File: config.mk
export PLATFORM = sky130hd
export DESIGN_NAME = vec_execute_top
export DESIGN_NICKNAME = d
export VERILOG_FILES = /design/src/logic/vec_exec_pkg.sv /design/src/logic/vector_lane.sv /design/src/logic/mem_arbiter.sv /design/src/logic/lane_memory.sv /design/src/logic/exec_sequencer.sv /design/src/logic/vec_execute_top.sv
export SDC_FILE = /design/constraint.sdc
export NUM_CORES = 2
export LEC_CHECK = 0
export BUFFER_PORTS_ARGS = -buffer_cell sky130_fd_sc_hd__buf_2
export CORE_MARGIN = 4
export CORE_UTILIZATION = 45
export CTS_CLUSTER_SIZE = 25
export DETAILED_ROUTE_END_ITERATION = 7
export PLACE_DENSITY_LB_ADDON = 0.12
export SLEW_MARGIN = 20
export SYNTH_ARGS = -nofsm -noshare
export SYNTH_HDL_FRONTEND = slang
export SYNTH_SLANG_ARGS = --single-unit
File: constraint.sdc
create_clock -name CLK -period 6.99 [get_ports CLK]
set_clock_uncertainty 0.05 [all_clocks]
set_input_delay 1.7475 -clock CLK [delete_from_list [all_inputs] [get_ports CLK]]
set_output_delay 1.7475 -clock CLK [all_outputs]
set_load 0.01 [all_outputs]
File: src/logic/vec_exec_pkg.sv
// vector execute shared definitions
package vec_exec_pkg;

  localparam int WORD_W = 32;

  typedef logic [WORD_W-1:0] word_t;

  typedef enum logic [2:0] {
    VALU_ADD,
    VALU_AND,
    VALU_OR,
    VALU_XOR,
    VALU_MIN,
    VALU_MINU,
    VALU_MAX,
    VALU_MAXU
  } aluop_t;

  // operand source: per-lane vector, immediate, scalar register
  typedef enum logic [1:0] {V, I, X} src_t;

  typedef enum logic [1:0] {SEW8, SEW16, SEW32} sew_t;

  typedef enum logic [1:0] {NONE, LOAD, STORE} memop_t;

  // byte stride when the stride field is zero
  localparam word_t DEFAULT_STRIDE = 32'd4;

  // element-wise rule, shared by the lanes and the reduction combine
  function automatic word_t alu_eval(aluop_t op, sew_t sew, word_t a, word_t b);
    logic lt_s;
    logic lt_u;
    // signed compare looks only at the low element bits
    case (sew)
      SEW8:    lt_s = $signed(a[7:0]) < $signed(b[7:0]);
      SEW16:   lt_s = $signed(a[15:0]) < $signed(b[15:0]);
      default: lt_s = $signed(a) < $signed(b);
    endcase
    lt_u = a < b;
    case (op)
      VALU_ADD:  alu_eval = a + b;
      VALU_AND:  alu_eval = a & b;
      VALU_OR:   alu_eval = a | b;
      VALU_XOR:  alu_eval = a ^ b;
      VALU_MIN:  alu_eval = lt_s ? a : b;
      VALU_MINU: alu_eval = lt_u ? a : b;
      VALU_MAX:  alu_eval = lt_s ? b : a;
      VALU_MAXU: alu_eval = lt_u ? b : a;
      default:   alu_eval = '0;
    endcase
  endfunction

endpackage

File: src/logic/vector_lane.sv
// vector lane execute unit
`timescale 1ns/1ps

module vector_lane #(
  parameter int LANE_ID   = 0,
  parameter int MEM_WORDS = 16
) (
  input  logic                 CLK,
  input  logic                 nRST,
  input  logic                 start,
  input  vec_exec_pkg::word_t  opa,
  input  vec_exec_pkg::word_t  opb,
  input  vec_exec_pkg::aluop_t aluop,
  input  vec_exec_pkg::sew_t   sew,
  input  vec_exec_pkg::memop_t memop,
  input  vec_exec_pkg::word_t  base,
  input  vec_exec_pkg::word_t  stride,
  input  vec_exec_pkg::word_t  wdata,
  input  logic                 mack,
  input  vec_exec_pkg::word_t  mrdata,
  output vec_exec_pkg::word_t  lane_result,
  output logic                 done,
  output logic                 mreq,
  output logic                 mwe,
  output vec_exec_pkg::word_t  maddr,
  output vec_exec_pkg::word_t  mwdata
);

  import vec_exec_pkg::*;

  typedef enum logic [1:0] {L_IDLE, L_REQ, L_RELEASE} lane_state_t;

  lane_state_t state;
  word_t       stride_eff;
  word_t       byte_addr;
  word_t       word_idx;

  // lane n sits n strides above the base
  assign stride_eff = (stride == '0) ? DEFAULT_STRIDE : stride;
  assign byte_addr  = base + stride_eff * word_t'(LANE_ID);
  // word index wraps around the memory depth
  assign word_idx   = (byte_addr >> 2) % word_t'(MEM_WORDS);

  always_ff @(posedge CLK, negedge nRST) begin
    if (!nRST) begin
      state <= L_IDLE;
      mreq  <= 1'b0;
      done  <= 1'b0;
    end else begin
      done <= 1'b0;
      case (state)
        L_IDLE: begin
          if (start) begin
            if (memop == NONE) begin
              done <= 1'b1;
            end else begin
              mreq  <= 1'b1;
              state <= L_REQ;
            end
          end
        end
        // hold the request until the arbiter acks
        L_REQ: begin
          if (mack) begin
            mreq  <= 1'b0;
            state <= L_RELEASE;
          end
        end
        L_RELEASE: begin
          if (!mack) begin
            done  <= 1'b1;
            state <= L_IDLE;
          end
        end
        default: state <= L_IDLE;
      endcase
    end
  end

  always_ff @(posedge CLK) begin
    if (start) begin
      // stores report their byte address
      if (memop == NONE) begin
        lane_result <= alu_eval(aluop, sew, opa, opb);
      end else begin
        lane_result <= byte_addr;
      end
      maddr  <= word_idx;
      mwe    <= (memop == STORE);
      mwdata <= wdata;
    end else if (state == L_REQ && mack && !mwe) begin
      lane_result <= mrdata;
    end
  end

endmodule

File: src/logic/mem_arbiter.sv
// round-robin memory arbiter
`timescale 1ns/1ps

module mem_arbiter (
  input  logic                CLK,
  input  logic                nRST,
  input  logic                mreq0,
  input  logic                mwe0,
  input  vec_exec_pkg::word_t maddr0,
  input  vec_exec_pkg::word_t mwdata0,
  input  logic                mreq1,
  input  logic                mwe1,
  input  vec_exec_pkg::word_t maddr1,
  input  vec_exec_pkg::word_t mwdata1,
  input  logic                ack,
  input  vec_exec_pkg::word_t rdata,
  output logic                mack0,
  output logic                mack1,
  output vec_exec_pkg::word_t mrdata,
  output logic                req,
  output logic                we,
  output vec_exec_pkg::word_t addr,
  output vec_exec_pkg::word_t wdata
);

  import vec_exec_pkg::*;

  logic busy;
  logic gnt;
  logic last;
  logic pick;

  // both waiting, so serve the lane not served last
  assign pick = (mreq0 && mreq1) ? ~last : mreq1;

  always_ff @(posedge CLK, negedge nRST) begin
    if (!nRST) begin
      busy <= 1'b0;
      gnt  <= 1'b0;
      last <= 1'b1;
    end else if (!busy) begin
      if (mreq0 || mreq1) begin
        busy <= 1'b1;
        gnt  <= pick;
      end
    end else if (!req && !ack) begin
      // granted handshake back at idle
      busy <= 1'b0;
      last <= gnt;
    end
  end

  assign req    = busy & (gnt ? mreq1 : mreq0);
  assign we     = gnt ? mwe1 : mwe0;
  assign addr   = gnt ? maddr1 : maddr0;
  assign wdata  = gnt ? mwdata1 : mwdata0;
  assign mack0  = busy & ~gnt & ack;
  assign mack1  = busy & gnt & ack;
  assign mrdata = rdata;

endmodule

File: src/logic/lane_memory.sv
// shared word memory
`timescale 1ns/1ps

module lane_memory #(
  parameter int MEM_WORDS = 16
) (
  input  logic                CLK,
  input  logic                nRST,
  input  logic                req,
  input  logic                we,
  input  vec_exec_pkg::word_t addr,
  input  vec_exec_pkg::word_t wdata,
  output logic                ack,
  output vec_exec_pkg::word_t rdata
);

  import vec_exec_pkg::*;

  localparam int AW = $clog2(MEM_WORDS);

  word_t         mem [MEM_WORDS];
  logic [AW-1:0] idx;

  // addr already carries a wrapped word index
  assign idx = addr[AW-1:0];

  always_ff @(posedge CLK, negedge nRST) begin
    if (!nRST) begin
      ack <= 1'b0;
      for (int i = 0; i < MEM_WORDS; i++) begin
        mem[i] <= '0;
      end
    end else if (req && !ack) begin
      ack <= 1'b1;
      if (we) begin
        mem[idx] <= wdata;
      end
    end else if (!req && ack) begin
      ack <= 1'b0;
    end
  end

  // read data appears together with ack
  always_ff @(posedge CLK) begin
    if (req && !ack && !we) begin
      rdata <= mem[idx];
    end
  end

endmodule

File: src/logic/exec_sequencer.sv
// execute op sequencer
`timescale 1ns/1ps

module exec_sequencer (
  input  logic                 CLK,
  input  logic                 nRST,
  input  logic                 op_req,
  input  vec_exec_pkg::aluop_t aluop,
  input  vec_exec_pkg::src_t   src1,
  input  vec_exec_pkg::src_t   src2,
  input  vec_exec_pkg::sew_t   sew,
  input  logic                 reduce,
  input  vec_exec_pkg::word_t  vs1_lane0,
  input  vec_exec_pkg::word_t  vs1_lane1,
  input  vec_exec_pkg::word_t  vs2_lane0,
  input  vec_exec_pkg::word_t  vs2_lane1,
  input  vec_exec_pkg::word_t  xs1,
  input  vec_exec_pkg::word_t  xs2,
  input  vec_exec_pkg::word_t  imm,
  input  vec_exec_pkg::word_t  lane_result0,
  input  vec_exec_pkg::word_t  lane_result1,
  input  logic                 done0,
  input  logic                 done1,
  output logic                 op_ack,
  output vec_exec_pkg::word_t  result0,
  output vec_exec_pkg::word_t  result1,
  output logic                 start,
  output vec_exec_pkg::word_t  opa0,
  output vec_exec_pkg::word_t  opb0,
  output vec_exec_pkg::word_t  opa1,
  output vec_exec_pkg::word_t  opb1
);

  import vec_exec_pkg::*;

  typedef enum logic [1:0] {S_IDLE, S_BUSY, S_ACK} seq_state_t;

  seq_state_t state;
  logic       got0;
  logic       got1;
  logic       all_done;
  word_t      res0_q;
  word_t      res1_q;
  word_t      res0_n;
  word_t      res1_n;

  function automatic word_t select_op(src_t src, word_t vec, word_t scalar, word_t imm_val);
    case (src)
      V:       select_op = vec;
      I:       select_op = imm_val;
      X:       select_op = scalar;
      default: select_op = '0;
    endcase
  endfunction

  // I and X sources broadcast to both lanes
  assign opa0 = select_op(src1, vs1_lane0, xs1, imm);
  assign opa1 = select_op(src1, vs1_lane1, xs1, imm);
  assign opb0 = select_op(src2, vs2_lane0, xs2, imm);
  assign opb1 = select_op(src2, vs2_lane1, xs2, imm);

  // a done pulse this cycle counts as already collected
  assign res0_n   = done0 ? lane_result0 : res0_q;
  assign res1_n   = done1 ? lane_result1 : res1_q;
  assign all_done = (got0 | done0) & (got1 | done1);

  always_ff @(posedge CLK, negedge nRST) begin
    if (!nRST) begin
      state  <= S_IDLE;
      start  <= 1'b0;
      op_ack <= 1'b0;
      got0   <= 1'b0;
      got1   <= 1'b0;
    end else begin
      start <= 1'b0;
      case (state)
        S_IDLE: begin
          if (op_req) begin
            start <= 1'b1;
            got0  <= 1'b0;
            got1  <= 1'b0;
            state <= S_BUSY;
          end
        end
        S_BUSY: begin
          got0 <= got0 | done0;
          got1 <= got1 | done1;
          if (all_done) begin
            op_ack <= 1'b1;
            state  <= S_ACK;
          end
        end
        S_ACK: begin
          if (!op_req) begin
            op_ack <= 1'b0;
            state  <= S_IDLE;
          end
        end
        default: state <= S_IDLE;
      endcase
    end
  end

  always_ff @(posedge CLK) begin
    if (done0) begin
      res0_q <= lane_result0;
    end
    if (done1) begin
      res1_q <= lane_result1;
    end
    if (state == S_BUSY && all_done) begin
      result0 <= reduce ? alu_eval(aluop, sew, res0_n, res1_n) : res0_n;
      result1 <= res1_n;
    end
  end

endmodule

File: src/logic/vec_execute_top.sv
// two-lane vector execute block
`timescale 1ns/1ps

module vec_execute_top #(
  parameter int MEM_WORDS = 16
) (
  input  logic                 CLK,
  input  logic                 nRST,
  input  logic                 op_req,
  input  vec_exec_pkg::aluop_t aluop,
  input  vec_exec_pkg::src_t   src1,
  input  vec_exec_pkg::src_t   src2,
  input  vec_exec_pkg::sew_t   sew,
  input  vec_exec_pkg::memop_t memop,
  input  logic                 reduce,
  input  vec_exec_pkg::word_t  vs1_lane0,
  input  vec_exec_pkg::word_t  vs1_lane1,
  input  vec_exec_pkg::word_t  vs2_lane0,
  input  vec_exec_pkg::word_t  vs2_lane1,
  input  vec_exec_pkg::word_t  xs1,
  input  vec_exec_pkg::word_t  xs2,
  input  vec_exec_pkg::word_t  imm,
  input  vec_exec_pkg::word_t  stride,
  input  vec_exec_pkg::word_t  storedata0,
  input  vec_exec_pkg::word_t  storedata1,
  output logic                 op_ack,
  output vec_exec_pkg::word_t  result0,
  output vec_exec_pkg::word_t  result1
);

  import vec_exec_pkg::*;

  logic  start;
  logic  done0, done1;
  word_t opa0, opb0, opa1, opb1;
  word_t lane_result0, lane_result1;
  logic  mreq0, mwe0, mack0;
  logic  mreq1, mwe1, mack1;
  word_t maddr0, mwdata0, maddr1, mwdata1, mrdata;
  logic  req, we, ack;
  word_t addr, wdata, rdata;

  exec_sequencer u_seq (
    .CLK(CLK), .nRST(nRST), .op_req(op_req), .aluop(aluop),
    .src1(src1), .src2(src2), .sew(sew), .reduce(reduce),
    .vs1_lane0(vs1_lane0), .vs1_lane1(vs1_lane1),
    .vs2_lane0(vs2_lane0), .vs2_lane1(vs2_lane1),
    .xs1(xs1), .xs2(xs2), .imm(imm),
    .lane_result0(lane_result0), .lane_result1(lane_result1),
    .done0(done0), .done1(done1), .op_ack(op_ack),
    .result0(result0), .result1(result1), .start(start),
    .opa0(opa0), .opb0(opb0), .opa1(opa1), .opb1(opb1)
  );

  // base address is the scalar xs1
  vector_lane #(.LANE_ID(0), .MEM_WORDS(MEM_WORDS)) u_lane0 (
    .CLK(CLK), .nRST(nRST), .start(start), .opa(opa0), .opb(opb0),
    .aluop(aluop), .sew(sew), .memop(memop), .base(xs1), .stride(stride),
    .wdata(storedata0), .mack(mack0), .mrdata(mrdata),
    .lane_result(lane_result0), .done(done0), .mreq(mreq0), .mwe(mwe0),
    .maddr(maddr0), .mwdata(mwdata0)
  );

  vector_lane #(.LANE_ID(1), .MEM_WORDS(MEM_WORDS)) u_lane1 (
    .CLK(CLK), .nRST(nRST), .start(start), .opa(opa1), .opb(opb1),
    .aluop(aluop), .sew(sew), .memop(memop), .base(xs1), .stride(stride),
    .wdata(storedata1), .mack(mack1), .mrdata(mrdata),
    .lane_result(lane_result1), .done(done1), .mreq(mreq1), .mwe(mwe1),
    .maddr(maddr1), .mwdata(mwdata1)
  );

  mem_arbiter u_arb (
    .CLK(CLK), .nRST(nRST),
    .mreq0(mreq0), .mwe0(mwe0), .maddr0(maddr0), .mwdata0(mwdata0),
    .mreq1(mreq1), .mwe1(mwe1), .maddr1(maddr1), .mwdata1(mwdata1),
    .ack(ack), .rdata(rdata), .mack0(mack0), .mack1(mack1), .mrdata(mrdata),
    .req(req), .we(we), .addr(addr), .wdata(wdata)
  );

  lane_memory #(.MEM_WORDS(MEM_WORDS)) u_mem (
    .CLK(CLK), .nRST(nRST), .req(req), .we(we), .addr(addr),
    .wdata(wdata), .ack(ack), .rdata(rdata)
  );

endmodule

==> report_table.html <==
<table>
<tr><th>Metric</th><th>Value</th></tr>
<tr><th colspan="2">Power</th></tr>
<tr><td>Internal Dissipation</td><td>12.8 mW</td></tr>
<tr><td>Net switching power</td><td>8.30 mW</td></tr>
<tr><td>Fraction of power spent switching nets</td><td>0.394</td></tr>
<tr><td>Leakage power</td><td>25.2 nW</td></tr>
<tr><td>Sequential power share</td><td>0.361</td></tr>
<tr><td>Proportion of power drawn by combinational gates</td><td>0.414</td></tr>
<tr><td>Max IR drop VDD</td><td>306 uV</td></tr>
<tr><td>Power Density</td><td>370 nW/um^2</td></tr>
<tr><td>Part of the power in the clock network</td><td>0.225</td></tr>
<tr><th colspan="2">Layout</th></tr>
<tr><td>Count of non-filler cells in the finished layout</td><td>7071</td></tr>
<tr><td>Most frequent cells in the layout</td><td>sky130_fd_sc_hd__o21ai_0 (819), sky130_fd_sc_hd__nand2_1 (793), sky130_fd_sc_hd__dfrtp_1 (525)</td></tr>
<tr><td>Design Area, Final</td><td>57000 sq um</td></tr>
<tr><td>Relative area change from synthesis to final layout</td><td>13.8%</td></tr>
<tr><td>Share of layout cells above drive strength 1</td><td>0.169</td></tr>
<tr><td>Final core area utilization</td><td>0.516</td></tr>
<tr><td># nets final</td><td>6164</td></tr>
<tr><td>Commonest non-fill, non-tap cell in the layout</td><td>sky130_fd_sc_hd__o21ai_0</td></tr>
<tr><th colspan="2">Clock tree</th></tr>
<tr><td>Resized Gates After CTS</td><td>0</td></tr>
<tr><td>Sinks on the clock net</td><td>827</td></tr>
<tr><td>Post-CTS setup buffer count</td><td>0</td></tr>
<tr><td>CTS H-tree depth</td><td>3</td></tr>
<tr><td>Longest Clk Path Bufs</td><td>3</td></tr>
<tr><td>TritonCTS clock tree</td><td>built</td></tr>
<tr><td>CTS Buf Count</td><td>92</td></tr>
<tr><td>Clock-pin transition on the worst setup and hold timing paths</td><td>0.06 ns</td></tr>
<tr><td>Root Buffer Master</td><td>sky130_fd_sc_hd__clkbuf_16</td></tr>
<tr><td>Clock network latency to the later pin of the worst-skew pair</td><td>0.70 ns</td></tr>
<tr><td>CTS Hold Bufs</td><td>0</td></tr>
<tr><th colspan="2">Synthesis</th></tr>
<tr><td>Net Count, Synth</td><td>5907</td></tr>
<tr><td>Dominant synthesized flop cell</td><td>sky130_fd_sc_hd__dfrtp_1</td></tr>
<tr><td>EDFF count, synth</td><td>233</td></tr>
<tr><td>Count of mapped cells out of synthesis</td><td>5247</td></tr>
<tr><td>Number of register bits inferred by synthesis</td><td>827</td></tr>
<tr><td>Async S/R FF share, synth</td><td>0.641</td></tr>
<tr><td>Share of the yosys chip area belonging to registers</td><td>0.430</td></tr>
<tr><td>Syn avg cell area</td><td>9.54 sq um</td></tr>
<tr><td>Syn Std Cell Area</td><td>50100 sq um</td></tr>
<tr><td>Distinct cell type count after synthesis</td><td>92</td></tr>
<tr><td>Yosys warning count</td><td>0</td></tr>
<tr><th colspan="2">GRT</th></tr>
<tr><td>Gr ovfl total</td><td>0</td></tr>
<tr><td>Combined global-route utilization of all metal layers</td><td>0.294</td></tr>
<tr><td>First-pass GRT wire length</td><td>259000 um</td></tr>
<tr><td>Via count of the first global-routing pass</td><td>40200</td></tr>
<tr><td>Largest net degree at the start of global routing</td><td>160</td></tr>
<tr><td>Number of antenna violations at the first check in global routing</td><td>11</td></tr>
<tr><th colspan="2">Critical path</th></tr>
<tr><td>Biggest fanout along the worst timing path</td><td>19</td></tr>
<tr><td>CP endpoint kind</td><td>flop</td></tr>
<tr><td>Kind of launch point of the worst setup path</td><td>input port</td></tr>
<tr><td>Origin of the critical flop-to-flop path</td><td>u_lane0.done</td></tr>
<tr><td>Data required time at the worst endpoint</td><td>7.44 ns</td></tr>
<tr><td>Category of the critical setup timing path</td><td>in2reg</td></tr>
<tr><td>Data arrival, critical path</td><td>6.90 ns</td></tr>
<tr><td>Timing startpoint of the critical path</td><td>src1[0]</td></tr>
<tr><td>Depth of the worst register-to-register path</td><td>17</td></tr>
<tr><th colspan="2">Drt</th></tr>
<tr><td>Number of detailed-routing iterations run before antenna repair</td><td>8</td></tr>
<tr><td>Number of antenna-violating nets in the routed design</td><td>0</td></tr>
<tr><td>Total via count in the routed design</td><td>41600</td></tr>
<tr><td>Vias per Instance</td><td>5.89</td></tr>
<tr><td>Violation count after the first detailed-route iteration</td><td>3898</td></tr>
<tr><td>Routed wire length</td><td>175000 um</td></tr>
<tr><td>Drt drc</td><td>0</td></tr>
<tr><td>Post-DR wirelength/cell</td><td>24.8 um</td></tr>
<tr><th colspan="2">STA</th></tr>
<tr><td>Minimum clock period after layout</td><td>6.45 ns</td></tr>
<tr><td>Period Utilization, post-route</td><td>0.923</td></tr>
<tr><td>Headroom to the max-slew limit</td><td>0.267</td></tr>
<tr><td>Actual transition at the worst max-transition pin</td><td>1.09 ns</td></tr>
<tr><td>Final hold violation count</td><td>0</td></tr>
<tr><td>Min setup slack post-route</td><td>0.540 ns</td></tr>
<tr><td>Setup repair after global routing missed its margin</td><td>false</td></tr>
<tr><td>Slew Limit Fails</td><td>0</td></tr>
<tr><td>Highest attainable clock frequency</td><td>155 MHz</td></tr>
<tr><td>Endpoints failing setup</td><td>0</td></tr>
<tr><th colspan="2">Die</th></tr>
<tr><td>Die Span Y</td><td>342 um</td></tr>
<tr><td>Number of placement rows</td><td>122</td></tr>
<tr><td>Initial Utilization</td><td>0.453</td></tr>
<tr><td>Placeable Area</td><td>111000 sq um</td></tr>
<tr><td>Die outline area</td><td>117000 sq um</td></tr>
<tr><td>Die extent in x</td><td>342 um</td></tr>
<tr><td>IO Pins</td><td>400</td></tr>
<tr><th colspan="2">Placement</th></tr>
<tr><td>Number of port buffers</td><td>399</td></tr>
<tr><td>Sum of net half-perimeters after detailed placement</td><td>122000 um</td></tr>
<tr><td>Placed cell count</td><td>6898</td></tr>
<tr><td>RD Place Congestion</td><td>1.02</td></tr>
<tr><td>Pre-CTS setup slack</td><td>-0.0645 ns</td></tr>
<tr><td>Placement Cell Area</td><td>54000 sq um</td></tr>
<tr><th colspan="2">Run status</th></tr>
<tr><td>Result of the run</td><td>complete, no violations</td></tr>
<tr><th colspan="2">Min path</th></tr>
<tr><td>Hold Path Origin</td><td>u_mem.mem[39]</td></tr>
<tr><td>HP Class</td><td>reg2reg</td></tr>
<tr><td>WHS Path Cells</td><td>2</td></tr>
<tr><th colspan="2">Run</th></tr>
<tr><td>Max-cap violations</td><td>0</td></tr>
</table>
[per-stage QoR]
stage	hold WS [ns]	total power, mW	setup TNS, ns
2_1_floorplan	0.395	13.4	0
3_3_place_gp	0.407	16.1	0
3_5_place_dp	0.415	16.3	-0.0645
4_1_cts	0.428	21.1	0
5_1_grt	0.439	22.5	0
6_report	0.424	21.1	0
[critical path: stages]
cell and delay [ns]:
sky130_fd_sc_hd__buf_2 0.19, sky130_fd_sc_hd__nor2b_4 0.53, sky130_fd_sc_hd__nand2_1 0.13, sky130_fd_sc_hd__o21ai_0 0.22, sky130_fd_sc_hd__ha_1 0.36, sky130_fd_sc_hd__nor4b_4 0.34, sky130_fd_sc_hd__or4b_1 0.53, sky130_fd_sc_hd__a21o_1 0.21
sky130_fd_sc_hd__o211ai_1 0.11, sky130_fd_sc_hd__mux2_2 0.35, sky130_fd_sc_hd__a31oi_1 0.40, sky130_fd_sc_hd__a31oi_2 0.19, sky130_fd_sc_hd__o32ai_4 0.88, sky130_fd_sc_hd__buf_12 0.26, sky130_fd_sc_hd__a221oi_1 0.12, sky130_fd_sc_hd__o311ai_1 0.31
[final timing paths]
| kind | endpoint | slack (ns) |
|---|---|---|
| min in group asynchronous | u_seq.state[0] | 1.00 |
| worst min-delay path | u_mem.mem[39] | 0.42 |
| max in group asynchronous | u_mem.mem[200] | 4.40 |
| worst min register to register | u_mem.mem[39] | 0.42 |
| worst max register to register | u_seq.result0[26] | 1.35 |
| worst max-delay path | u_lane1.lane_result[9] | 0.54 |
[flip-flops by register name, summed over array words and instances, names as in the netlist, 2 cells and up]
register	count
u_lane1.lane_result	32
u_lane0.lane_result	32
u_seq.result0	32
u_mem.mem	512
u_seq.res1_q	32
u_seq.state	2
u_lane1.maddr	4
u_lane0.maddr	4
u_seq.result1	32
u_lane1.mwdata	32
u_lane1.state	2
u_lane0.state	2
u_lane0.mwdata	32
u_seq.res0_q	32
u_mem.rdata	32
[Yosys cell counts (51+ instances only)]
library cell / n / share of area
sky130_fd_sc_hd__o22ai_1: 51 / 0.0064
sky130_fd_sc_hd__clkbuf_1: 343 / 0.026
sky130_fd_sc_hd__nor2_1: 207 / 0.016
sky130_fd_sc_hd__edfxtp_1: 233 / 0.14
sky130_fd_sc_hd__a21o_1: 51 / 0.0076
sky130_fd_sc_hd__inv_1: 265 / 0.020
sky130_fd_sc_hd__a221oi_1: 64 / 0.011
sky130_fd_sc_hd__a21oi_1: 265 / 0.026
sky130_fd_sc_hd__ha_1: 321 / 0.080
sky130_fd_sc_hd__mux4_2: 129 / 0.058
sky130_fd_sc_hd__a211oi_1: 66 / 0.0099
sky130_fd_sc_hd__mux2i_1: 258 / 0.052
sky130_fd_sc_hd__dfrtp_1: 529 / 0.26
sky130_fd_sc_hd__a31oi_1: 70 / 0.0087
sky130_fd_sc_hd__dfxtp_1: 64 / 0.026
sky130_fd_sc_hd__o21ai_0: 819 / 0.082
sky130_fd_sc_hd__nand2_1: 807 / 0.060
sky130_fd_sc_hd__xnor2_1: 56 / 0.0098
[power by group through the flow]
stage / clock network (mW) / registers, mW / logic (mW)
floorplan: 0 / 7.39 / 6.02
global placement: 0 / 7.62 / 8.49
detailed placement: 0 / 7.68 / 8.62
CTS: 4.86 / 7.60 / 8.64
global route: 5.07 / 7.77 / 9.61
finish: 4.75 / 7.61 / 8.73
[cell families after synthesis]
logic type | Yosys count | synth area share
compound gates | 1660 | 0.199
simple gates | 1279 | 0.109
flops | 827 | 0.430
buf+inv | 668 | 0.0511
mux | 412 | 0.115
fa+ha+maj | 325 | 0.0818
xor+xnor | 76 | 0.0137
[per-layer routing]
layer	vias to the layer above	GRT usage	wire length, um
met5	-	0	55
met4	8	0.108	7140
li1	19300	-	-
met2	1678	0.471	80200
met3	358	0.0521	13300
met1	20300	0.401	74600
[cell type report]
| cell class | instances | area, sq um |
|---|---|---|
| Clock inverter | 40 | 334 |
| Timing Repair Buffer | 565 | 3370 |
| Antenna cell | 3 | 7.51 |
| Sequential cell | 827 | 21600 |
| Clock buffer | 130 | 2610 |
| Fill cell | 10300 | 53500 |
| Inverter | 266 | 998 |
| Multi-Input combinational cell | 3752 | 26300 |
| Tap cell | 1488 | 1860 |
Note: power is estimated with default switching activity, not from simulation.
